**src/design/exu_pkg.sv**
```systemverilog
// exu package
// shared constants for the execute stage: widths, one-hot ALU op
// indices, RV32I opcodes and funct3 codes, machine CSR addresses,
// and the instruction word union with its four field layouts
package exu_pkg;

    localparam int XLEN     = 32;
    localparam int ALU_OP_W = 11;

    // ======================================================================
    // one-hot ALU op bit positions
    localparam int OP_ADD  = 0;
    localparam int OP_SUB  = 1;
    localparam int OP_SLT  = 2;
    localparam int OP_SLTU = 3;
    localparam int OP_OR   = 4;
    localparam int OP_AND  = 5;
    localparam int OP_XOR  = 6;
    localparam int OP_SLL  = 7;
    localparam int OP_SRL  = 8;
    localparam int OP_SRA  = 9;
    localparam int OP_PASS = 10;  // forwards operand b, used by lui

    // ======================================================================
    // opcodes and funct3
    localparam logic [6:0] OPC_OP     = 7'b0110011;
    localparam logic [6:0] OPC_OP_IMM = 7'b0010011;
    localparam logic [6:0] OPC_LUI    = 7'b0110111;
    localparam logic [6:0] OPC_BRANCH = 7'b1100011;
    localparam logic [6:0] OPC_SYSTEM = 7'b1110011;

    localparam logic [2:0] F3_ADD_SUB = 3'b000;
    localparam logic [2:0] F3_SLL     = 3'b001;
    localparam logic [2:0] F3_SLT     = 3'b010;
    localparam logic [2:0] F3_SLTU    = 3'b011;
    localparam logic [2:0] F3_XOR     = 3'b100;
    localparam logic [2:0] F3_SR      = 3'b101;  // srl/sra, split by funct7
    localparam logic [2:0] F3_OR      = 3'b110;
    localparam logic [2:0] F3_AND     = 3'b111;

    localparam logic [2:0] F3_BEQ  = 3'b000;
    localparam logic [2:0] F3_BNE  = 3'b001;
    localparam logic [2:0] F3_BLT  = 3'b100;
    localparam logic [2:0] F3_BGE  = 3'b101;
    localparam logic [2:0] F3_BLTU = 3'b110;
    localparam logic [2:0] F3_BGEU = 3'b111;

    localparam logic [2:0] F3_CSRRW = 3'b001;
    localparam logic [2:0] F3_CSRRS = 3'b010;

    // ======================================================================
    // machine CSRs
    localparam logic [11:0] CSR_MSTATUS = 12'h300;
    localparam logic [11:0] CSR_MTVEC   = 12'h305;
    localparam logic [11:0] CSR_MEPC    = 12'h341;
    localparam logic [11:0] CSR_MCAUSE  = 12'h342;

    localparam logic [XLEN-1:0] CAUSE_ECALL_M = 32'd11;

    // one instruction word, four ways of reading its fields
    typedef union packed {
        struct packed {
            logic [6:0] funct7;
            logic [4:0] rs2;
            logic [4:0] rs1;
            logic [2:0] funct3;
            logic [4:0] rd;
            logic [6:0] opcode;
        } r_view;
        struct packed {
            logic [11:0] imm12;
            logic [4:0]  rs1;
            logic [2:0]  funct3;
            logic [4:0]  rd;
            logic [6:0]  opcode;
        } i_view;
        struct packed {
            logic       imm12;     // sign bit of the offset
            logic [5:0] imm10_5;
            logic [4:0] rs2;
            logic [4:0] rs1;
            logic [2:0] funct3;
            logic [3:0] imm4_1;
            logic       imm11;
            logic [6:0] opcode;
        } b_view;
        struct packed {
            logic [19:0] imm20;
            logic [4:0]  rd;
            logic [6:0]  opcode;
        } u_view;
    } instr_u;

endpackage

```
**src/design/exu_ctrl.sv**
```systemverilog
// exu control
// decodes the instruction word, picks ALU operands and op, resolves
// branches and ecall, drives the CSR port, and registers the result
`timescale 1ns/1ps

module exu_ctrl (
    input  logic                         clk,
    input  logic                         rst_n,
    input  logic                         in_valid,
    input  logic [exu_pkg::XLEN-1:0]     in_instr,
    input  logic [exu_pkg::XLEN-1:0]     in_pc,
    input  logic [exu_pkg::XLEN-1:0]     rs1_data,
    input  logic [exu_pkg::XLEN-1:0]     rs2_data,
    output logic [exu_pkg::XLEN-1:0]     alu_da,
    output logic [exu_pkg::XLEN-1:0]     alu_db,
    output logic [exu_pkg::ALU_OP_W-1:0] alu_op,
    output logic [exu_pkg::XLEN-1:0]     alu_rs1,
    output logic [exu_pkg::XLEN-1:0]     alu_pc,
    output logic                         csr_op_rs,
    output logic                         csr_op_rw,
    output logic                         csr_op_ecall,
    input  logic [exu_pkg::XLEN-1:0]     alu_out,
    input  logic                         alu_less,
    input  logic                         alu_zero,
    output logic [11:0]                  csr_addr,
    output logic                         csr_wr_en,
    output logic                         csr_ecall,
    input  logic [exu_pkg::XLEN-1:0]     csr_rdata,
    input  logic [exu_pkg::XLEN-1:0]     mtvec,
    output logic                         out_valid,
    output logic [4:0]                   out_rd,
    output logic                         out_wr_en,
    output logic [exu_pkg::XLEN-1:0]     out_result,
    output logic                         redirect,
    output logic [exu_pkg::XLEN-1:0]     redirect_pc
);

    exu_pkg::instr_u          ins;
    logic [6:0]               opcode;
    logic [2:0]               funct3;
    logic [4:0]               rd;
    logic [exu_pkg::XLEN-1:0] imm_i, imm_b, imm_u;
    logic                     is_op, is_imm, is_lui, is_br, is_sys, is_csr;
    logic                     taken;

    assign ins    = in_instr;
    assign opcode = ins.r_view.opcode;
    assign funct3 = ins.i_view.funct3;
    assign rd     = ins.u_view.rd;

    assign imm_i = {{20{ins.i_view.imm12[11]}}, ins.i_view.imm12};
    assign imm_u = {ins.u_view.imm20, 12'b0};
    assign imm_b = {{20{ins.b_view.imm12}}, ins.b_view.imm11, ins.b_view.imm10_5,
                    ins.b_view.imm4_1, 1'b0};

    assign is_op  = (opcode == exu_pkg::OPC_OP);
    assign is_imm = (opcode == exu_pkg::OPC_OP_IMM);
    assign is_lui = (opcode == exu_pkg::OPC_LUI);
    assign is_br  = (opcode == exu_pkg::OPC_BRANCH);
    assign is_sys = (opcode == exu_pkg::OPC_SYSTEM);

    assign csr_op_rw    = is_sys & (funct3 == exu_pkg::F3_CSRRW);
    assign csr_op_rs    = is_sys & (funct3 == exu_pkg::F3_CSRRS);
    assign csr_op_ecall = is_sys & (funct3 == 3'b000) & (ins.i_view.imm12 == 12'h000);
    assign is_csr       = csr_op_rw | csr_op_rs;

    // ======================================================================
    // operands and op select
    assign alu_da  = rs1_data;
    assign alu_db  = is_imm ? imm_i : (is_lui ? imm_u : rs2_data);
    assign alu_rs1 = rs1_data;
    assign alu_pc  = in_pc;

    always_comb begin
        alu_op = '0;
        if (is_op || is_imm) begin
            case (funct3)
                exu_pkg::F3_ADD_SUB: begin
                    if (is_op && ins.r_view.funct7[5]) alu_op[exu_pkg::OP_SUB] = 1'b1;
                    else                               alu_op[exu_pkg::OP_ADD] = 1'b1;
                end
                exu_pkg::F3_SLL:  alu_op[exu_pkg::OP_SLL]  = 1'b1;
                exu_pkg::F3_SLT:  alu_op[exu_pkg::OP_SLT]  = 1'b1;
                exu_pkg::F3_SLTU: alu_op[exu_pkg::OP_SLTU] = 1'b1;
                exu_pkg::F3_XOR:  alu_op[exu_pkg::OP_XOR]  = 1'b1;
                exu_pkg::F3_OR:   alu_op[exu_pkg::OP_OR]   = 1'b1;
                exu_pkg::F3_AND:  alu_op[exu_pkg::OP_AND]  = 1'b1;
                default: begin                                   // srl / sra
                    if (ins.r_view.funct7[5]) alu_op[exu_pkg::OP_SRA] = 1'b1;
                    else                      alu_op[exu_pkg::OP_SRL] = 1'b1;
                end
            endcase
        end else if (is_lui) begin
            alu_op[exu_pkg::OP_PASS] = 1'b1;
        end else if (is_br) begin
            // unsigned compares need the sltu flavour of less
            if (funct3 == exu_pkg::F3_BLTU || funct3 == exu_pkg::F3_BGEU)
                alu_op[exu_pkg::OP_SLTU] = 1'b1;
            else
                alu_op[exu_pkg::OP_SUB] = 1'b1;
        end
    end

    always_comb begin
        case (funct3)
            exu_pkg::F3_BEQ:                   taken = alu_zero;
            exu_pkg::F3_BNE:                   taken = ~alu_zero;
            exu_pkg::F3_BLT, exu_pkg::F3_BLTU: taken = alu_less;
            exu_pkg::F3_BGE, exu_pkg::F3_BGEU: taken = ~alu_less;
            default:                           taken = 1'b0;
        endcase
    end

    // CSR port, written on the strobe edge
    assign csr_addr  = ins.i_view.imm12;
    assign csr_wr_en = in_valid & (is_csr | csr_op_ecall);
    assign csr_ecall = in_valid & csr_op_ecall;

    // ======================================================================
    // output register
    always_ff @(posedge clk) begin
        if (!rst_n) begin
            out_valid <= 1'b0;
            out_wr_en <= 1'b0;
            redirect  <= 1'b0;
        end else begin
            out_valid <= in_valid;
            out_wr_en <= in_valid & (is_op | is_imm | is_lui | is_csr) & (rd != 5'd0);
            redirect  <= in_valid & ((is_br & taken) | csr_op_ecall);
        end
    end

    always_ff @(posedge clk) begin
        if (in_valid) begin
            out_rd      <= rd;
            out_result  <= is_csr ? csr_rdata : alu_out;   // old CSR value
            redirect_pc <= csr_op_ecall ? mtvec : in_pc + imm_b;
        end
    end

    assert property (@(posedge clk) disable iff (!rst_n) in_valid |=> out_valid)
        else $error("out_valid missing one cycle after in_valid");
    assert property (@(posedge clk) disable iff (!rst_n) !in_valid |=> !out_valid)
        else $error("out_valid without a strobe one cycle earlier");
    assert property (@(posedge clk) disable iff (!rst_n) redirect |-> out_valid)
        else $error("redirect raised without out_valid");

endmodule

```
**config.mk**
```make
export PLATFORM = sky130hd
export DESIGN_NAME = exu_ctrl
export DESIGN_NICKNAME = d
export VERILOG_FILES = /design/src/design/exu_pkg.sv /design/src/design/exu_ctrl.sv
export SDC_FILE = /design/constraint.sdc
export NUM_CORES = 1
export LEC_CHECK = 0
export ABC_CLOCK_PERIOD_IN_PS = 6200
export BUFFER_PORTS_ARGS = -buffer_cell sky130_fd_sc_hd__buf_4
export CAP_MARGIN = 20
export CORE_AREA = 4 4 173 175
export CTS_BUF_LIST = sky130_fd_sc_hd__clkbuf_16
export DETAILED_ROUTE_END_ITERATION = 8
export DIE_AREA = 0 0 177 179
export PLACE_DENSITY = 0.48
export SLEW_MARGIN = 25
export SYNTH_ARGS = -nofsm -noshare
export SYNTH_HDL_FRONTEND = slang
export SYNTH_SLANG_ARGS = --single-unit
export TNS_END_PERCENT = 50
```
**constraint.sdc**
```tcl
create_clock -name clk -period 6.2 [get_ports clk]
set_input_delay 0.93 -clock clk [delete_from_list [all_inputs] [get_ports clk]]
set_output_delay 0.93 -clock clk [all_outputs]
set_load 0.01 [all_outputs]
```
==> impl_metrics.yaml, run 1 <==
run_status:
  run_status: "complete, no violations"
sta:
  fmax_mhz: 245
  hold_viol_final: 0
  drv_slew: 0
  max_slew_margin: 0.366
  rsz0062_at_grt: "false"
  period_minus_slack_ns: 4.09
  fin_crit_sh: 0.659
  setup_viol: 0
  worst_slew_pin_slew_ns: 0.951
  fin_hold_ws_ns: 0.806
  setup_tns_ns: 0
global_routing:
  gr-usage-all-layers: 0.145
  grt_pass1_vias: 5810
  grt_overflow_total: 0
  grt.busiest_layer: "met2"
  grt_pass1_wl_mm: 35.3
  grt_use_met3: 0.0270
  grt.met2_usage: 0.252
  grt_start_max_net_pins: 73
  antenna_found_initial: 0
  grtUsageMet1: 0.178
drt:
  drc: 0
  drtIter0Drc: 259
  wl_mm: 25.1
  via_count: 6084
  drt-wirelength-per-cell_um: 18.8
  final_antenna_net_count: 0
  drt-pass1-iter-count: 5
  vias_per_cell: 4.57
clock_tree:
  htreeDepth: 3
  cts_sinks: 72
  cts-root-buf: "clkbuf_16"
  cts_made_buffers: 9
  ctsHoldBuffers: 0
  tritoncts: "built"
  clkTransAtPathRegs_ns: 0.05
  clock_path_buffers: 2
  ctsResizeCount: 0
  post_cts_buffers: 0
synthesis:
  synthFlopType: "edfxtp_1"
  synth-async-reset-ratio: 0
  ys_ff_latch: 72
  synth_area_um2: 6330
  syn_nets: 979
  synth_edf_count: 69
  yosysSeqAreaShare: 0.337
  synth_cells: 719
  yosys.cell_count.top_type: "buf_4"
  synthTopCellsByCount: "buf_4, nand2_1, edfxtp_1"
  yosys_warnings: 0
  synth_area_per_cell_um2: 8.80
  yosysTopAreaCellShare: 0.327
  yosys-top-cells-area: "edfxtp_1, buf_4, nand2_1, ha_1, mux2_1"
  yosysTopAreaCell: "edfxtp_1"
  ys_types: 66
flow_run:
  cap_violations: 0
floorplanning:
  die_y_um: 179
  io_pins: 457
  die_x_um: 177
  core_um2: 28500
  start_util: 0.222
  die_area_um2: 31700
  std_cell_rows: 62
critical_path:
  crit_top_cell: "buf_4"
  cp-start-kind: "input port"
  worstPathRequired_ns: 5.27
  critPathSlowestCell: "inv_2"
  worstPathCellList: "buf_4 > or3_1 > nand4b_1 > or2_2 > buf_4 > inv_2 > and2_1 > buf_4"
  worst_ep_arrival_time_ns: 3.16
  endpoint_kind: "primary output"
  cp_max_fo: 42
  crit_type: "input port to primary output"
  worst_path_largest_cell_delay_ns: 0.55
layout:
  syn_to_final_growth_pct: 39.5
  antennaDiodeCount: 0
  fin_cells: 1332
  multi_input_area_um2: 3150
  fin_util: 0.310
  regArea_um2: 2130
  layout-drive-gt1-share: 0.415
  fill_cells: 3025
  nets: 1204
power:
  p_per_area_nw_per_um2: 192
  cellLeakagePower_nw: 4.01
  peakVddDrop_v: 0.000110
placed_design:
  dp_hpwl_mm: 20.6
  gp_congestion: 0.864
  port_buffers: 360
  placedCellCount: 1317
min_path:
  min_path_type: "input port to flop"
[cells by family after synthesis]
logic type,count (synthesis),share of synthesized area
AOI/OAI and AO/OA,169,0.175
xor gates and xnor gates,28,0.0388
DFF,72,0.337
muxes,33,0.0587
adders and majority gates,31,0.0625
buffers and inverters,162,0.166
and+or+nand+nor,224,0.163
[metal layers]
metal / part of all wire / up-vias
li1: - / 2925
met1: 0.41 / 2839
met2: 0.48 / 248
met3: 0.073 / 72
met4: 0.034 / 0
met5: 0 / -
[flip-flops by register name, summed over array words and instances, names as in the netlist]
signal       cells
out_result      32
redirect_pc     32
out_rd           5
out_valid        1
out_wr_en        1
redirect         1
[power breakdown]
group | switching (mW) | leakage, nW | internal (mW)
clock network | 0.200 | 0.139 | 0.308
logic | 0.287 | 3.17 | 0.286
registers | 0.0145 | 0.700 | 0.602
total | 0.501 | 4.01 | 1.20
[area by class of cell]
| type | instances | share of cell area |
|---|---|---|
| clock buffers | 9 | 0.0255 |
| multi-input cells | 485 | 0.357 |
| clock inverters | 6 | 0.00681 |
| flip-flops and latches | 72 | 0.242 |
| inverters | 12 | 0.00510 |
| well taps | 384 | 0.0545 |
| repair buffers | 364 | 0.310 |
[worst max-delay path, delay by kind of cell]
kind / cells / cell delay, ns
simple gates: 4 / 1.13
buf+inv: 4 / 1.08
[worst paths after layout]
path  cells after the start         start                  end
max                       8  in_instr[13]            csr_ecall
min                       1   in_instr[8]  out_rd[1]$_DFFE_PP_
[placed cells by master, fill, tap and decap left out, drive strengths merged, types with 3 or more instances in the layout]
master and count:
nor3 13, and2 3, or3 3, or2 4, nor2 36, and3 3, inv 13, xnor2 12
a211oi 4, a211o 3, xor2 16, o21ai 35, buf 364, nand3 23, nor4 5, edfxtp 69
nand2b 5, and4 3, o31ai 4, mux2 33, a21o 21, dfxtp 3, ha 30, o211ai 3
clkbuf 9, a21oi 48, nand2 107, o21a 5, a31oi 26, o221ai 3, nor2b 3, clkinv 3
nand4 8
[stage by stage]
step                      cell area (um2)  setup slack (ns)  total power, mW
after global placement               8540              2.08             1.21
after detailed placement             8540              2.07             1.21
after floorplan                      6330              2.67            0.949
after CTS                            8820              2.07             1.73
final                                8820              2.11             1.70
after global routing                 8820              1.89             1.79
Note: power is estimated with default switching activity, not from simulation.
==> run 2: changes to the inputs <==
--- a/config.mk
+++ b/config.mk
@@ -5,14 +5,15 @@
 export SDC_FILE = /design/constraint.sdc
 export NUM_CORES = 1
 export LEC_CHECK = 0
-export ABC_CLOCK_PERIOD_IN_PS = 6200
+export ABC_AREA = 1
+export ABC_CLOCK_PERIOD_IN_PS = 4250
 export BUFFER_PORTS_ARGS = -buffer_cell sky130_fd_sc_hd__buf_4
 export CAP_MARGIN = 20
-export CORE_AREA = 4 4 173 175
+export CORE_AREA = 4 4 175 177
 export CTS_BUF_LIST = sky130_fd_sc_hd__clkbuf_16
 export DETAILED_ROUTE_END_ITERATION = 8
-export DIE_AREA = 0 0 177 179
-export PLACE_DENSITY = 0.48
+export DIE_AREA = 0 0 179 181
+export PLACE_DENSITY = 0.49
 export SLEW_MARGIN = 25
 export SYNTH_ARGS = -nofsm -noshare
 export SYNTH_HDL_FRONTEND = slang
==> constraint.sdc (replaced) <==
create_clock -name clk -period 4.25 [get_ports clk]
set_input_delay 0.6375 -clock clk [delete_from_list [all_inputs] [get_ports clk]]
set_output_delay 0.6375 -clock clk [all_outputs]
set_load 0.01 [all_outputs]
==> run 2 against run 1 <==
Compared with the run above: via count increased by 20%; clock power increased by 30%; first-iteration DRC count increased by 66%; critical path depth unchanged; critical endpoint is now csr_wr_en; synthesized area increased by 8.0%; total power increased by 42%.
==> impl_metrics.yaml, run 2 <==
run_status:
  run_status: "complete, no violations"
synthesis:
  yosys.cell_count.top_type: "nand2_1"
  synth_top_family_by_area: "simple AND/OR/NAND/NOR gates"
  yosys_warnings: 0
  ys_types: 35
  yosysSeqAreaShare: 0.312
  yosysTopAreaCellShare: 0.303
  synth-async-reset-ratio: 0
  yosys-top-cells-area: "edfxtp_1, nand2_1, buf_4, inv_1, o21ai_0"
  synth_xor_area_frac: 0.0167
  synth_area_um2: 6830
  yosysTopAreaCell: "edfxtp_1"
  ys_ff_latch: 72
  synth_cells: 1019
  synth_edf_count: 69
  synth_area_per_cell_um2: 6.70
  synth_fa_ha_area_frac: 0.0579
  synthTopCellsByCount: "nand2_1, inv_1, buf_4"
  synth.area.mux_share: 0
  syn_nets: 1279
  synth_simple_gate_area_share: 0.305
  synth_compound_area_frac: 0.101
  synthFlopType: "edfxtp_1"
drt:
  final_antenna_net_count: 0
  vias_per_cell: 4.40
  drc: 0
  drt-wirelength-per-cell_um: 18.0
  via_count: 7288
  drt-pass1-iter-count: 5
  wl_mm: 29.9
  drtIter0Drc: 429
layout:
  layout_common_cells: "buf_4, nand2_1, inv_1"
  syn_to_final_growth_pct: 37.8
  top_regs: "out_result: 32 flops, redirect_pc: 32 flops, out_rd: 5 flops"
  antennaDiodeCount: 0
  fin_cells: 1658
  fill_cells: 3218
  final_common_cell: "buf_4"
  nets: 1524
  fin_util: 0.322
  layout-drive-gt1-share: 0.308
critical_path:
  cp-start-kind: "input port"
  cp_top_family: "simple AND/OR/NAND/NOR gates"
  crit_type: "input port to primary output"
  worst_ep_arrival_time_ns: 2.52
  worstPathCellList: "buf_4 > nand2_1 > nor3_4 > nand4_2 > nor2_4 > inv_2 > a21oi_1 > buf_4"
  critPathBufInv: 3
  critPathSlowestCell: "nor2_4"
  worstPathRequired_ns: 3.61
  worst_path_largest_cell_delay_ns: 0.52
  path_depth: 8
  cp_max_fo: 24
  endpoint_kind: "primary output"
  crit_top_cell: "buf_4"
placed_design:
  placedCellCount: 1643
  port_buffers: 360
  dp_hpwl_mm: 25.4
  gp_congestion: 0.883
min_path:
  min_from: "in_instr[10]"
  worst_hold_path.endpoint: "out_rd[3]$_DFFE_PP_"
  min_path_type: "input port to flop"
  whs_path_depth: 1
flow_run:
  cap_violations: 0
sta:
  fin_hold_ws_ns: 0.522
  setup_tns_ns: 0
  fin_crit_sh: 0.742
  hold_viol_final: 0
  drv_slew: 0
  worst_slew_pin_slew_ns: 0.696
  setup_viol: 0
  period_minus_slack_ns: 3.15
  fmax_mhz: 317
  rsz0062_at_grt: "false"
  max_slew_margin: 0.536
floorplanning:
  die_area_um2: 32400
  std_cell_rows: 63
  io_pins: 457
  core_um2: 29200
  die_x_um: 179
  die_y_um: 181
  start_util: 0.234
global_routing:
  grt_pass1_vias: 6928
  antenna_found_initial: 0
  grt_start_max_net_pins: 53
  grt_overflow_total: 0
  gr-usage-all-layers: 0.173
  grt_pass1_wl_mm: 42.4
power:
  peakVddDrop_v: 0.000169
  total_power_mw: 2.41
  p_per_area_nw_per_um2: 256
  cellLeakagePower_nw: 4.97
clock_tree:
  cts_made_buffers: 9
  clock_path_buffers: 2
  cts-root-buf: "clkbuf_16"
  clkTransAtPathRegs_ns: 0.05
  ctsResizeCount: 0
  htreeDepth: 3
  post_cts_buffers: 0
  cts_sinks: 72
  ctsHoldBuffers: 0
  tritoncts: "built"
-- run 2: cell count changes after synthesis, sizes merged, moves of 8 or more --
cell	before	now
a21o	21	1
a21oi	48	28
a31oi	26	1
buf	118	126
clkbuf	32	9
inv	12	128
mux2	33	0
nand2	107	337
nand3	23	63
nor2	36	78
o21ai	35	96
xor2	16	2
-- run 2: cells by family (layout without fill, tap and decap cells) --
family | Yosys count | in the layout
flip-flops | 72 | 72
adder cells (fa/ha/maj) | 31 | 31
AND/OR/NAND/NOR | 507 | 507
XOR/XNOR | 13 | 13
buffers and inverters | 263 | 512
AO/OA/AOI/OAI | 133 | 133
-- run 2: worst max path at each step --
stage,slack (ns),endpoint,from
global placement,1.14,csr_wr_en,in_instr[0]
finish,1.10,csr_wr_en,in_instr[0]
CTS,1.09,csr_wr_en,in_instr[0]
floorplan,1.81,csr_wr_en,in_instr[12]
detailed placement,1.09,csr_wr_en,in_instr[13]
global route,0.95,csr_wr_en,in_instr[0]
-- run 2: final cells by class --
class	instances	area, um2	share of cell area
tap	390	488	0.0518
timing repair buffer	369	2770	0.294
clock inverter	6	28.8	0.00306
clock buffer	9	225	0.0239
sequential	72	2130	0.227
inverter	128	480	0.0511
multi-input combinational	684	3290	0.349
-- run 2: routing by layer --
layer | part of all wire | up-vias | GRT usage
met5 | 0 | - | 0
met4 | 0.036 | 0 | 0.0672
met3 | 0.070 | 81 | 0.0255
met2 | 0.49 | 290 | 0.302
met1 | 0.40 | 3269 | 0.211
li1 | - | 3648 | -
-- run 2: power by group --
part / switching (mW) / total [mW] / internal [mW]
combinational: 0.467 / 0.859 / 0.393
clock: 0.275 / 0.658 / 0.383
sequential: 0.0209 / 0.894 / 0.873
total: 0.762 / 2.41 / 1.65
-- run 2: metrics by stage --
step / setup WS (ns) / area [um2]
after CTS: 1.09 / 9410
after detailed placement: 1.09 / 9160
after global placement: 1.14 / 9160
final: 1.10 / 9410
after global routing: 0.947 / 9410
after floorplan: 1.81 / 6830
