==> src/design/exu_pkg.sv <==
// exu package
// shared constants for the execute stage: widths, one-hot ALU op
// indices, RV32I opcodes and funct3 codes, machine CSR addresses,
// and the instruction word union with its four field layouts
package exu_pkg;

    localparam int XLEN     = 32;
    localparam int ALU_OP_W = 11;

    // ======================================================================
    // one-hot ALU op bit positions
    localparam int OP_ADD  = 0;
    localparam int OP_SUB  = 1;
    localparam int OP_SLT  = 2;
    localparam int OP_SLTU = 3;
    localparam int OP_OR   = 4;
    localparam int OP_AND  = 5;
    localparam int OP_XOR  = 6;
    localparam int OP_SLL  = 7;
    localparam int OP_SRL  = 8;
    localparam int OP_SRA  = 9;
    localparam int OP_PASS = 10;  // forwards operand b, used by lui

    // ======================================================================
    // opcodes and funct3
    localparam logic [6:0] OPC_OP     = 7'b0110011;
    localparam logic [6:0] OPC_OP_IMM = 7'b0010011;
    localparam logic [6:0] OPC_LUI    = 7'b0110111;
    localparam logic [6:0] OPC_BRANCH = 7'b1100011;
    localparam logic [6:0] OPC_SYSTEM = 7'b1110011;

    localparam logic [2:0] F3_ADD_SUB = 3'b000;
    localparam logic [2:0] F3_SLL     = 3'b001;
    localparam logic [2:0] F3_SLT     = 3'b010;
    localparam logic [2:0] F3_SLTU    = 3'b011;
    localparam logic [2:0] F3_XOR     = 3'b100;
    localparam logic [2:0] F3_SR      = 3'b101;  // srl/sra, split by funct7
    localparam logic [2:0] F3_OR      = 3'b110;
    localparam logic [2:0] F3_AND     = 3'b111;

    localparam logic [2:0] F3_BEQ  = 3'b000;
    localparam logic [2:0] F3_BNE  = 3'b001;
    localparam logic [2:0] F3_BLT  = 3'b100;
    localparam logic [2:0] F3_BGE  = 3'b101;
    localparam logic [2:0] F3_BLTU = 3'b110;
    localparam logic [2:0] F3_BGEU = 3'b111;

    localparam logic [2:0] F3_CSRRW = 3'b001;
    localparam logic [2:0] F3_CSRRS = 3'b010;

    // ======================================================================
    // machine CSRs
    localparam logic [11:0] CSR_MSTATUS = 12'h300;
    localparam logic [11:0] CSR_MTVEC   = 12'h305;
    localparam logic [11:0] CSR_MEPC    = 12'h341;
    localparam logic [11:0] CSR_MCAUSE  = 12'h342;

    localparam logic [XLEN-1:0] CAUSE_ECALL_M = 32'd11;

    // one instruction word, four ways of reading its fields
    typedef union packed {
        struct packed {
            logic [6:0] funct7;
            logic [4:0] rs2;
            logic [4:0] rs1;
            logic [2:0] funct3;
            logic [4:0] rd;
            logic [6:0] opcode;
        } r_view;
        struct packed {
            logic [11:0] imm12;
            logic [4:0]  rs1;
            logic [2:0]  funct3;
            logic [4:0]  rd;
            logic [6:0]  opcode;
        } i_view;
        struct packed {
            logic       imm12;     // sign bit of the offset
            logic [5:0] imm10_5;
            logic [4:0] rs2;
            logic [4:0] rs1;
            logic [2:0] funct3;
            logic [3:0] imm4_1;
            logic       imm11;
            logic [6:0] opcode;
        } b_view;
        struct packed {
            logic [19:0] imm20;
            logic [4:0]  rd;
            logic [6:0]  opcode;
        } u_view;
    } instr_u;

endpackage

==> src/design/exu_csr_file.sv <==
// exu CSR file
// mstatus, mtvec, mepc and mcause with a combinational read port,
// a write port updated on the strobe edge, and ecall capture
`timescale 1ns/1ps

module exu_csr_file (
    input  logic                     clk,
    input  logic                     rst_n,
    input  logic [11:0]              csr_addr,
    input  logic                     csr_wr_en,
    input  logic                     csr_ecall,
    input  logic [exu_pkg::XLEN-1:0] csr_wdata,
    output logic [exu_pkg::XLEN-1:0] csr_rdata,
    output logic [exu_pkg::XLEN-1:0] mtvec
);

    logic [exu_pkg::XLEN-1:0] mstatus;
    logic [exu_pkg::XLEN-1:0] mepc;
    logic [exu_pkg::XLEN-1:0] mcause;

    // ======================================================================
    // read port, unknown addresses give 0
    always_comb begin
        case (csr_addr)
            exu_pkg::CSR_MSTATUS: csr_rdata = mstatus;
            exu_pkg::CSR_MTVEC:   csr_rdata = mtvec;
            exu_pkg::CSR_MEPC:    csr_rdata = mepc;
            exu_pkg::CSR_MCAUSE:  csr_rdata = mcause;
            default:              csr_rdata = '0;
        endcase
    end

    // ======================================================================
    // write port
    always_ff @(posedge clk) begin
        if (!rst_n) begin
            mstatus <= '0;
            mtvec   <= '0;
            mepc    <= '0;
            mcause  <= '0;
        end else if (csr_wr_en) begin
            if (csr_ecall) begin
                mepc   <= csr_wdata;              // pc of the ecall
                mcause <= exu_pkg::CAUSE_ECALL_M;
            end else begin
                case (csr_addr)
                    exu_pkg::CSR_MSTATUS: mstatus <= csr_wdata;
                    exu_pkg::CSR_MTVEC:   mtvec   <= csr_wdata;
                    exu_pkg::CSR_MEPC:    mepc    <= csr_wdata;
                    exu_pkg::CSR_MCAUSE:  mcause  <= csr_wdata;
                    default: ;                    // write dropped
                endcase
            end
        end
    end

    // ecall capture only happens as part of a write from the control block
    assert property (@(posedge clk) disable iff (!rst_n) csr_ecall |-> csr_wr_en)
        else $error("csr_ecall raised without csr_wr_en");

endmodule

==> config.mk <==
export PLATFORM = sky130hd
export DESIGN_NAME = exu_csr_file
export DESIGN_NICKNAME = d
export VERILOG_FILES = /design/src/design/exu_pkg.sv /design/src/design/exu_csr_file.sv
export SDC_FILE = /design/constraint.sdc
export NUM_CORES = 1
export LEC_CHECK = 0
export BUFFER_PORTS_ARGS = -buffer_cell sky130_fd_sc_hd__buf_2
export CORE_MARGIN = 2
export CORE_UTILIZATION = 44
export CTS_CLUSTER_DIAMETER = 120
export CTS_CLUSTER_SIZE = 14
export DETAILED_ROUTE_END_ITERATION = 8
export PLACE_DENSITY = 0.69
export REMOVE_ABC_BUFFERS = 1
export SETUP_SLACK_MARGIN = 0.4
export SYNTH_ARGS = -nofsm -noshare
export SYNTH_HDL_FRONTEND = slang
export SYNTH_SLANG_ARGS = --single-unit
==> constraint.sdc <==
create_clock -name clk -period 1.9 [get_ports clk]
set_clock_uncertainty 0.15 [all_clocks]
set_input_delay 0.285 -clock clk [delete_from_list [all_inputs] [get_ports clk]]
set_output_delay 0.285 -clock clk [all_outputs]
set_load 0.01 [all_outputs]
==> results of run 1 <==
sequential cells by signal (all words and copies together) (netlist names):
name / flops
mstatus: 32
mtvec: 32
mepc: 32
mcause: 32
synth_stat cells (all sizes together):
master	n	share of area [%]
nor4b	4	1.4
clkbuf	34	2.3
and2	1	0.11
and4	1	0.16
nand2	127	8.6
o21ai	93	8.4
mux2i	64	12
and3	2	0.22
dfxtp	128	46
nand3	32	2.9
and4b	1	0.18
and4bb	1	0.22
a41oi	1	0.29
buf	25	3.8
nor3	1	0.090
inv	1	0.067
a21boi	29	3.9
nor2b	1	0.11
a22oi	64	8.6
and3b	2	0.31
o221a	3	0.61
nor2	2	0.13
a31oi	1	0.11
what timing repair did:
action / in CTS / in global routing
gates resized for setup: 34 / 37
gates cloned: 9 / 3
pin swaps: 5 / 20
hold buffers: 32 / 0
endpoints found under the hold margin: 32 / 0
setup buffers: 11 / 4
endpoints found under the setup margin: 96 / 125
power breakdown:
| group | internal, mW | switching, mW |
|---|---|---|
| Combinational | 0.180 | 0.219 |
| Clock | 2.09 | 1.19 |
| Sequential | 2.72 | 0.0201 |
layout make-up:
type                       instances  area share, %
multi-input combinational        430          35.18
sequential                       128          31.58
timing repair buffer             203          23.13
clock buffer                      22          6.090
tap                              172          2.652
clock inverter                    10          1.326
inverter                           1        0.04625
layer usage:
layer | vias up | track usage, %
met5 | - | 0
met4 | 0 | 9.365
met3 | 45 | 6.383
met2 | 254 | 44.69
met1 | 2597 | 33.07
li1 | 2547 | -
logic make-up (layout without fill, tap and decap cells):
logic type             count (synthesis)  count (layout)  share of synthesized area, %
AOI/OAI and AO/OA                    191             191                         21.91
buffers and inverters                 60             236                         6.201
DFF                                  128             128                         46.01
muxes                                 64              64                         11.50
and+or+nand+nor                      175             175                         14.38
critical path, cell delays in order:
cell                      delay [ns]
sky130_fd_sc_hd__buf_8          0.10
sky130_fd_sc_hd__nor3_4         0.18
sky130_fd_sc_hd__nor4b_4        0.22
sky130_fd_sc_hd__buf_6          0.16
sky130_fd_sc_hd__buf_6          0.10
sky130_fd_sc_hd__buf_12         0.09
sky130_fd_sc_hd__buf_16         0.11
sky130_fd_sc_hd__a22oi_2        0.07
sky130_fd_sc_hd__o21ai_1        0.19
sky130_fd_sc_hd__buf_2          0.16
metrics by stage:
stage,util (%),setup WS (ns),TNS [ns]
floorplan,-,-1.278,-109.79
global placement,51.99,-0.1833,-10.87
detailed placement,51.99,-0.3037,-18.89
CTS,62.86,-0.1812,-4.584
global route,65.10,-0.2657,-6.882
finish,65.10,-0.2049,-4.386
final timing paths:
path,cells after the start,slack [ns],start,to
max,10,-0.20,csr_addr[5],csr_rdata[16]
max reg2reg,1,1.05,mcause[3],mcause[3]
min reg2reg,2,0.31,mepc[3],mepc[3]
min,3,0.16,rst_n,mtvec[10]
==> metrics, run 1 <==
number of clock sinks 128; hpwl dp 10.34 mm; aggregate routed wire length approximately 19 mm; first-pass GRT wire length 27.13 mm; global route total overflow 0; final design area excluding fillers between 8000 and 9000 um^2; met2 wire len roughly 8.9 mm; length of the first detailed-routing pass in iterations 7; number of maximum-capacitance constraint violations 0; outcome finished with violations; Final Hold Vio Count 0; Placed Area around 6500 um^2; routed length on met1 7.776 mm; die area 13570 um^2; sort of element at the end of the critical path output port; class of the worst hold path input pin to flop; maximum achievable frequency ~480 MHz; count of warnings emitted by yosys 0; post-detailed-route via-to-cell ratio ~5.6; count of non-filler cells in the finished layout roughly 970; Critical Path Start Type input pin; Critical Path Fanout Max 4; number of standard cells after synthesis roughly 620; Top Layer Used met4; antenna diode count 0; placer's final routability congestion estimate 0.7835; overall die width roughly 120 um; synth unique cells 31; largest vdd supply drop ~0.74 mV; synthesized flop and latch total 128; number of max-slew violations in the final report 0; number of rows created at floorplan 41; Crit Path Category input pin to output port; required time worst endpoint 1.46 ns; I/O pins 112; total power per unit cell area 791.2 nW/um^2; IO Port Bufs about 110; share of final-layout standard cells stronger than drive strength 1 a little under a third; leakage power approximately 3 nW; drt wl/cell roughly 19 um; number of placed cells counting well taps 875; violation count after the first detailed-route iteration 620; Final Critical Period 2.105 ns; fraction of the yosys area taken by sequential cells a little under half; clock tree from TritonCTS done; footprint of the multi-input gates around 2900 um^2; remaining number of nets flagged by the antenna check after routing 0; most common library cell in the layout ignoring fill and taps sky130_fd_sc_hd__dfxtp_1; commonest non-fill, non-tap cells in the layout 128 x sky130_fd_sc_hd__dfxtp_1, 125 x sky130_fd_sc_hd__nand2_1, 106 x sky130_fd_sc_hd__buf_2; Netlist Area Pre-Place 5569 um^2; core outline area around 12000 um^2; drc violations 0; endpoint arrival time on the critical path about 1.7 ns; post-route worst setup slack -0.2049 ns; clk_lat worst skew between 0.4 and 0.5 ns; Layout area overhead 45.72%; Clock Tree Buf Depth 2; initial standard-cell utilization of the core 44.68%; RSZ-0062 raised after global routing true; post-route total power between 6 and 7 mW; register clock-pin slew on the reported worst setup and hold paths roughly 0.050 ns; Tot GR Track Use a little over a quarter; Worst slew margin between 70% and 80%; via count of the routed design around 5.4k; filler instances about 1000; period utilisation layout 110.8%; via count of the first global-routing pass approximately 5.2k; final-report setup violation count 32; register area ~2600 um^2; violated checks setup timing; fin nets a little over 800; mean cell area of the mapped netlist 9.011 um^2; maximum number of pins on one net before global-route repair 51; number of buffers created by CTS 17; met3 WL post-DR 1.355 mm; WHS roughly 0.16 ns; buffer type at the clock tree root sky130_fd_sc_hd__clkbuf_16; slew at the pin closest to its max-slew limit just under 0.4 ns; die height roughly 120 um; number of H-tree levels 4; antenna violations before repair 0
(Power assumes the default switching activity.)
==> run 2, diff against run 1 <==
Settings changed: CORE_UTILIZATION 44 to 55, PLACE_DENSITY 0.69 to 0.83.
==> metrics, run 2 (synthesized netlist as in run 1, its figures left out) <==
die area 10950 um^2 (-19%); clk_lat worst skew 0.54 ns (+0.12 ns); Layout area overhead 47.79%; Critical Path Fanout Max 5 (+1); initial standard-cell utilization of the core 56.72% (+12 points); Clock Tree Buf Depth 2 (unchanged); fin nets 829 (unchanged); filler instances 463 (-53%); drt wl/cell 26.40 um (+38%); slew at the pin closest to its max-slew limit 0.4650 ns (+0.07397 ns); Worst slew margin 68.97% (-5.0 points); library cell contributing the largest single delay on the critical path sky130_fd_sc_hd__nor4b_4; number of placed cells counting well taps 836 (-4.5%); via count of the first global-routing pass 5776 (+11%); outcome finished with violations; Final Hold Vio Count 0 (unchanged); Placed Area 6416 um^2 (-1.0%); drc violations 15 (+15); IO Port Bufs 111 (unchanged); largest vdd supply drop 0.7252 mV (-1.6%); Crit Path Category input pin to output port; number of H-tree levels 4 (unchanged); most common library cell in the layout ignoring fill and taps sky130_fd_sc_hd__nand2_1; clock tree from TritonCTS done; endpoint arrival time on the critical path 1.82 ns (+0.15 ns); post-detailed-route via-to-cell ratio 6.891 (+22%); kind of cell with the highest combined delay on the critical path buffers and inverters; count of non-filler cells in the finished layout 927 (-4.0%); sort of element at the end of the critical path output port; commonest non-fill, non-tap cells in the layout 127 x sky130_fd_sc_hd__nand2_1, 106 x sky130_fd_sc_hd__buf_2, 98 x sky130_fd_sc_hd__dfxtp_1; post-route total power 6.534 mW (+1.8%); remaining number of nets flagged by the antenna check after routing 0 (unchanged); via count of the routed design 6388 (+17%); violated checks DRC, setup timing; worst slack after detailed placement -0.2526 ns (+0.05114 ns); antenna diode count 0 (unchanged); largest stage delay on the critical path 0.25 ns (+0.03 ns); buffer type at the clock tree root sky130_fd_sc_hd__clkbuf_8; violation count after the first detailed-route iteration 979 (+58%); period utilisation layout 118.7% (+7.9 points); number of clock sinks 128 (unchanged); number of buffers created by CTS 17 (unchanged); Critical Path Start Type input pin; Tot GR Track Use 35.45% (+9.0 points); final-report setup violation count 32 (unchanged); total power per unit cell area 793.9 nW/um^2 (+0.34%); Setup TNS -7.205 ns (-2.819 ns); CP bufs+invs 5 (-1); aggregate routed wire length 24.47 mm (+32%); placer's final routability congestion estimate 0.8661 (+11%); share of final-layout standard cells stronger than drive strength 1 36.02% (+5.2 points); maximum achievable frequency 443.5 MHz (-6.6%); die height 104.6 um (-10%); register clock-pin slew on the reported worst setup and hold paths 0.06 ns (about the same); hpwl dp 10.30 mm (-0.45%); antenna violations before repair 0 (unchanged); Final Critical Period 2.255 ns (+0.1498 ns); leakage power 3.056 nW (+1.5%); global route total overflow 0 (unchanged); number of maximum-capacitance constraint violations 0 (unchanged); overall die width 104.6 um (-10%); length of the first detailed-routing pass in iterations 9 (+2); core outline area 9819 um^2 (-21%); first-pass GRT wire length 30.42 mm (+12%); class of the worst hold path input pin to flop; post-route worst setup slack -0.3547 ns (-0.1498 ns); RSZ-0062 raised after global routing true; cell breakdown of the critical path buf_8 > nor3_4 > nor4b_4 > buf_6 > buf_12 > buf_16 > a22oi_1 > o21ai_1 > buf_2; I/O pins 112 (unchanged); number of max-slew violations in the final report 0 (unchanged); WHS 0.04677 ns (-0.1100 ns); maximum number of pins on one net before global-route repair 46 (-9.8%); required time worst endpoint 1.46 ns (about the same); final core utilization 83.82% (+19 points); final design area excluding fillers 8230 um^2 (+1.4%); number of rows created at floorplan 36 (-12%)
run 2: changes by cell type in the layout (fill, tap and decap cells not counted), sizes merged:
cell / delta
bufinv: +1
clkinvlp: +1
buf: -3
inv: +1
run 2: path summary, 6_finish.rpt:
| kind | slack [ns] | end | from | cells after the start |
|---|---|---|---|---|
| worst max-delay path | -0.35 | csr_rdata[10] | csr_addr[4] | 9 |
| worst min-delay path | 0.05 | mcause[23] | rst_n | 2 |
| worst max register to register | 0.94 | mstatus[30] | mstatus[30] | 2 |
| worst min register to register | 0.32 | mstatus[6] | mstatus[6] | 2 |
run 2: routing by layer:
| metal | GRT usage, % | routed length [um] | vias to the layer above |
|---|---|---|---|
| met5 | 0 | 0 | - |
| met4 | 18.29 | 2029 | 0 |
| met3 | 11.79 | 3514 | 214 |
| met2 | 56.02 | 10580 | 721 |
| met1 | 43.05 | 8350 | 2914 |
| li1 | - | - | 2539 |
run 2: where the power goes:
group          total [mW]  switching [mW]  internal (mW)
sequential           2.75          0.0299           2.72
combinational       0.434           0.254          0.180
clock                3.35            1.28           2.07
total                6.53            1.57           4.97
run 2: final cells by class:
class                      count  area [um^2]  share of cell area (%)
clock inverter                13        161.4                   1.961
multi-input combinational    430         2933                   35.63
timing repair buffer         203         1917                   23.29
tap                          133        166.4                   2.022
inverter                       1        3.754                 0.04561
sequential                   128         2608                   31.68
clock buffer                  19        441.7                   5.366
run 2: what timing repair did:
action,4_1_cts,5_1_grt
pin swaps,11,13
hold endpoints to repair,128,0
hold buffers,32,0
endpoints found under the setup margin,91,103
gates resized for setup,44,65
setup buffers,6,6
cloned,7,8
run 2: worst register-to-register path, stage by stage, from the launching register on:
cell	delay, ns
sky130_fd_sc_hd__dfxtp_1	0.37
sky130_fd_sc_hd__nand2_1	0.16
sky130_fd_sc_hd__mux2i_4	0.21
==> run 3, diff against run 2 <==
Settings changed: CORE_UTILIZATION 55 to 41, PLACE_DENSITY 0.83 to 0.68.
Clock period 1.9 ns to 2.05 ns, I/O delays scaled along.
==> metrics, run 3 (synthesized netlist as in run 1, its figures left out) <==
number of maximum-capacitance constraint violations 0 (unchanged); buffer type at the clock tree root sky130_fd_sc_hd__clkbuf_16; Tot GR Track Use 23.16% (-12 points); length of the first detailed-routing pass in iterations 6 (-3); Final Critical Period about 2.1 ns; Setup TNS -0.4278 ns (+6.777 ns); core outline area 13240 um^2 (+35%); P_int 4.611 mW (-7.1%); hpwl dp 10.28 mm (-0.11%); Worst slew margin 65.73% (-3.2 points); fin nets 800 (-3.5%); number of rows created at floorplan 42 (+17%); number of max-slew violations in the final report 0 (unchanged); share of power burned in registers 43.2% (+1.2 points); Hold Path Stages 3 (+1); placer's final routability congestion estimate 0.7573 (-13%); required time worst endpoint 1.59 ns (+0.13 ns); number of clock sinks 128 (unchanged); drc violations 0 (-15); total power per unit cell area 771.2 nW/um^2 (-2.9%); remaining number of nets flagged by the antenna check after routing 0 (unchanged); slew at the pin closest to its max-slew limit 0.5140 ns (+0.04908 ns); count of cells along the worst register-to-register path 2 (unchanged); setup slack, reg-to-reg 1.18 ns (+0.24 ns); violation count after the first detailed-route iteration 469 (-52%); outcome finished with violations; antenna violations before repair 0 (unchanged); clock tree from TritonCTS done; I/O pins 112 (unchanged); number of H-tree levels 4 (unchanged); die height 120.5 um (+15%); Placed Area 6431 um^2 (+0.23%); Layout area overhead 37.07%; clk_lat worst skew 0.42 ns (-0.12 ns); commonest non-fill, non-tap cells in the layout 128 x sky130_fd_sc_hd__dfxtp_1, 127 x sky130_fd_sc_hd__nand2_1, 108 x sky130_fd_sc_hd__buf_2; share of final-layout standard cells stronger than drive strength 1 28.76% (-7.3 points); combinational share of power 5.6% (-1.0 points); Critical Path Start Type input pin; register clock-pin slew on the reported worst setup and hold paths 0.05 ns (about the same); maximum number of pins on one net before global-route repair 52 (+13%); class of the worst hold path input pin to flop; die area 14530 um^2 (+33%); period utilisation layout 103.8%; Final Hold Vio Count 0 (unchanged); number of buffers created by CTS 17 (unchanged); aggregate routed wire length 16.94 mm (-31%); final-report setup violation count 19 (-41%); worst r2r dst mtvec[22]; RSZ-0062 raised after global routing true; global route total overflow 0 (unchanged); sort of element at the end of the critical path output port; final core utilization 57.64% (-26 points); violated checks setup timing; drt wl/cell 18.00 um (-32%); Crit Path Category input pin to output port; launch point of the critical path csr_addr[0]; destination of the worst hold path mcause[13]; via count of the first global-routing pass 5235 (-9.4%); IO Port Bufs 111 (unchanged); Critical Path Fanout Max 8 (+3); net switching component of the power 1.276 mW (-19%); clock share of power 51.2% (about the same); Clock Tree Buf Depth 2 (unchanged); first-pass GRT wire length 26.43 mm (-13%); final design area excluding fillers 7634 um^2 (-7.3%); filler instances 1163 (+150%); most common library cell in the layout ignoring fill and taps sky130_fd_sc_hd__dfxtp_1; overall die width 120.5 um (+15%); via count of the routed design 5331 (-17%); post-detailed-route via-to-cell ratio 5.665 (-18%); fraction of power spent switching nets 21.68% (-2.3 points); beginning of the worst register-to-register path mtvec[22]; Worst Hold Launch csr_wdata[13]; initial standard-cell utilization of the core 42.05% (-15 points); antenna diode count 0 (unchanged); WHS 0.007916 ns (-0.03885 ns); endpoint arrival time on the critical path 1.67 ns (-0.15 ns); post-route worst setup slack -0.07779 ns (+0.2769 ns); maximum achievable frequency 470.0 MHz; largest vdd supply drop 0.4833 mV (-33%); leakage power 2.812 nW (-8.0%); post-route total power 5.887 mW (-9.9%)
run 3: how the worst max path moves through the flow:
stage	end	cells past startpoint	slack [ns]
global placement	csr_rdata[9]	7	-0.15
CTS	csr_rdata[12]	8	-0.03
global route	csr_rdata[21]	7	-0.1
finish	csr_rdata[2]	8	-0.08
detailed placement	csr_rdata[9]	7	-0.17
floorplan	mstatus[0]	4	-1.15
run 3: final cells by class:
type	count	area [um^2]	share of cell area, %
clock inverters	5	75.07	0.9834
multi-input cells	430	2867	37.55
repair buffers	174	1393	18.24
inverters	1	3.754	0.04917
clock buffers	27	513.0	6.720
flip-flops and latches	128	2562	33.57
well taps	176	220.2	2.885
run 3: per-layer routing:
| metal | up-vias | wire (um) | GRT usage (%) |
|---|---|---|---|
| met2 | 223 | 8312 | 39.94 |
| li1 | 2486 | - | - |
| met1 | 2588 | 6962 | 27.25 |
| met3 | 34 | 1303 | 6.462 |
| met5 | - | 0 | 0 |
| met4 | 0 | 364 | 8.866 |
run 3: worst max-delay path: stages:
cell and delay, ns:
sky130_fd_sc_hd__buf_2 0.15, sky130_fd_sc_hd__nor4b_4 0.34, sky130_fd_sc_hd__and3_4 0.29, sky130_fd_sc_hd__buf_12 0.11
sky130_fd_sc_hd__buf_16 0.12, sky130_fd_sc_hd__a22oi_2 0.07, sky130_fd_sc_hd__o21ai_1 0.10, sky130_fd_sc_hd__buf_2 0.17
run 3: per-stage QoR:
step / setup WS, ns / instances
after floorplan: -1.151 / 559
after global placement: -0.1530 / 877
after detailed placement: -0.1675 / 877
after CTS: -0.02813 / 935
after global routing: -0.09664 / 941
final: -0.07779 / 941
run 3: power groups by stage:
stage,sequential (mW),clock [mW],combinational [mW]
2_1_floorplan,2.59,0,0.0982
3_3_place_gp,2.59,0,0.272
3_5_place_dp,2.59,0,0.279
4_1_cts,2.54,3.05,0.322
5_1_grt,2.55,3.16,0.357
6_report,2.55,3.01,0.329
run 3: repair_timing:
item	4_1_cts	5_1_grt
endpoints found under the setup margin	84	71
gates resized for setup	41	14
buffers inserted	2	2
cloned	2	4
hold buffers	22	0
pin swaps	15	5
hold endpoints to repair	22	0
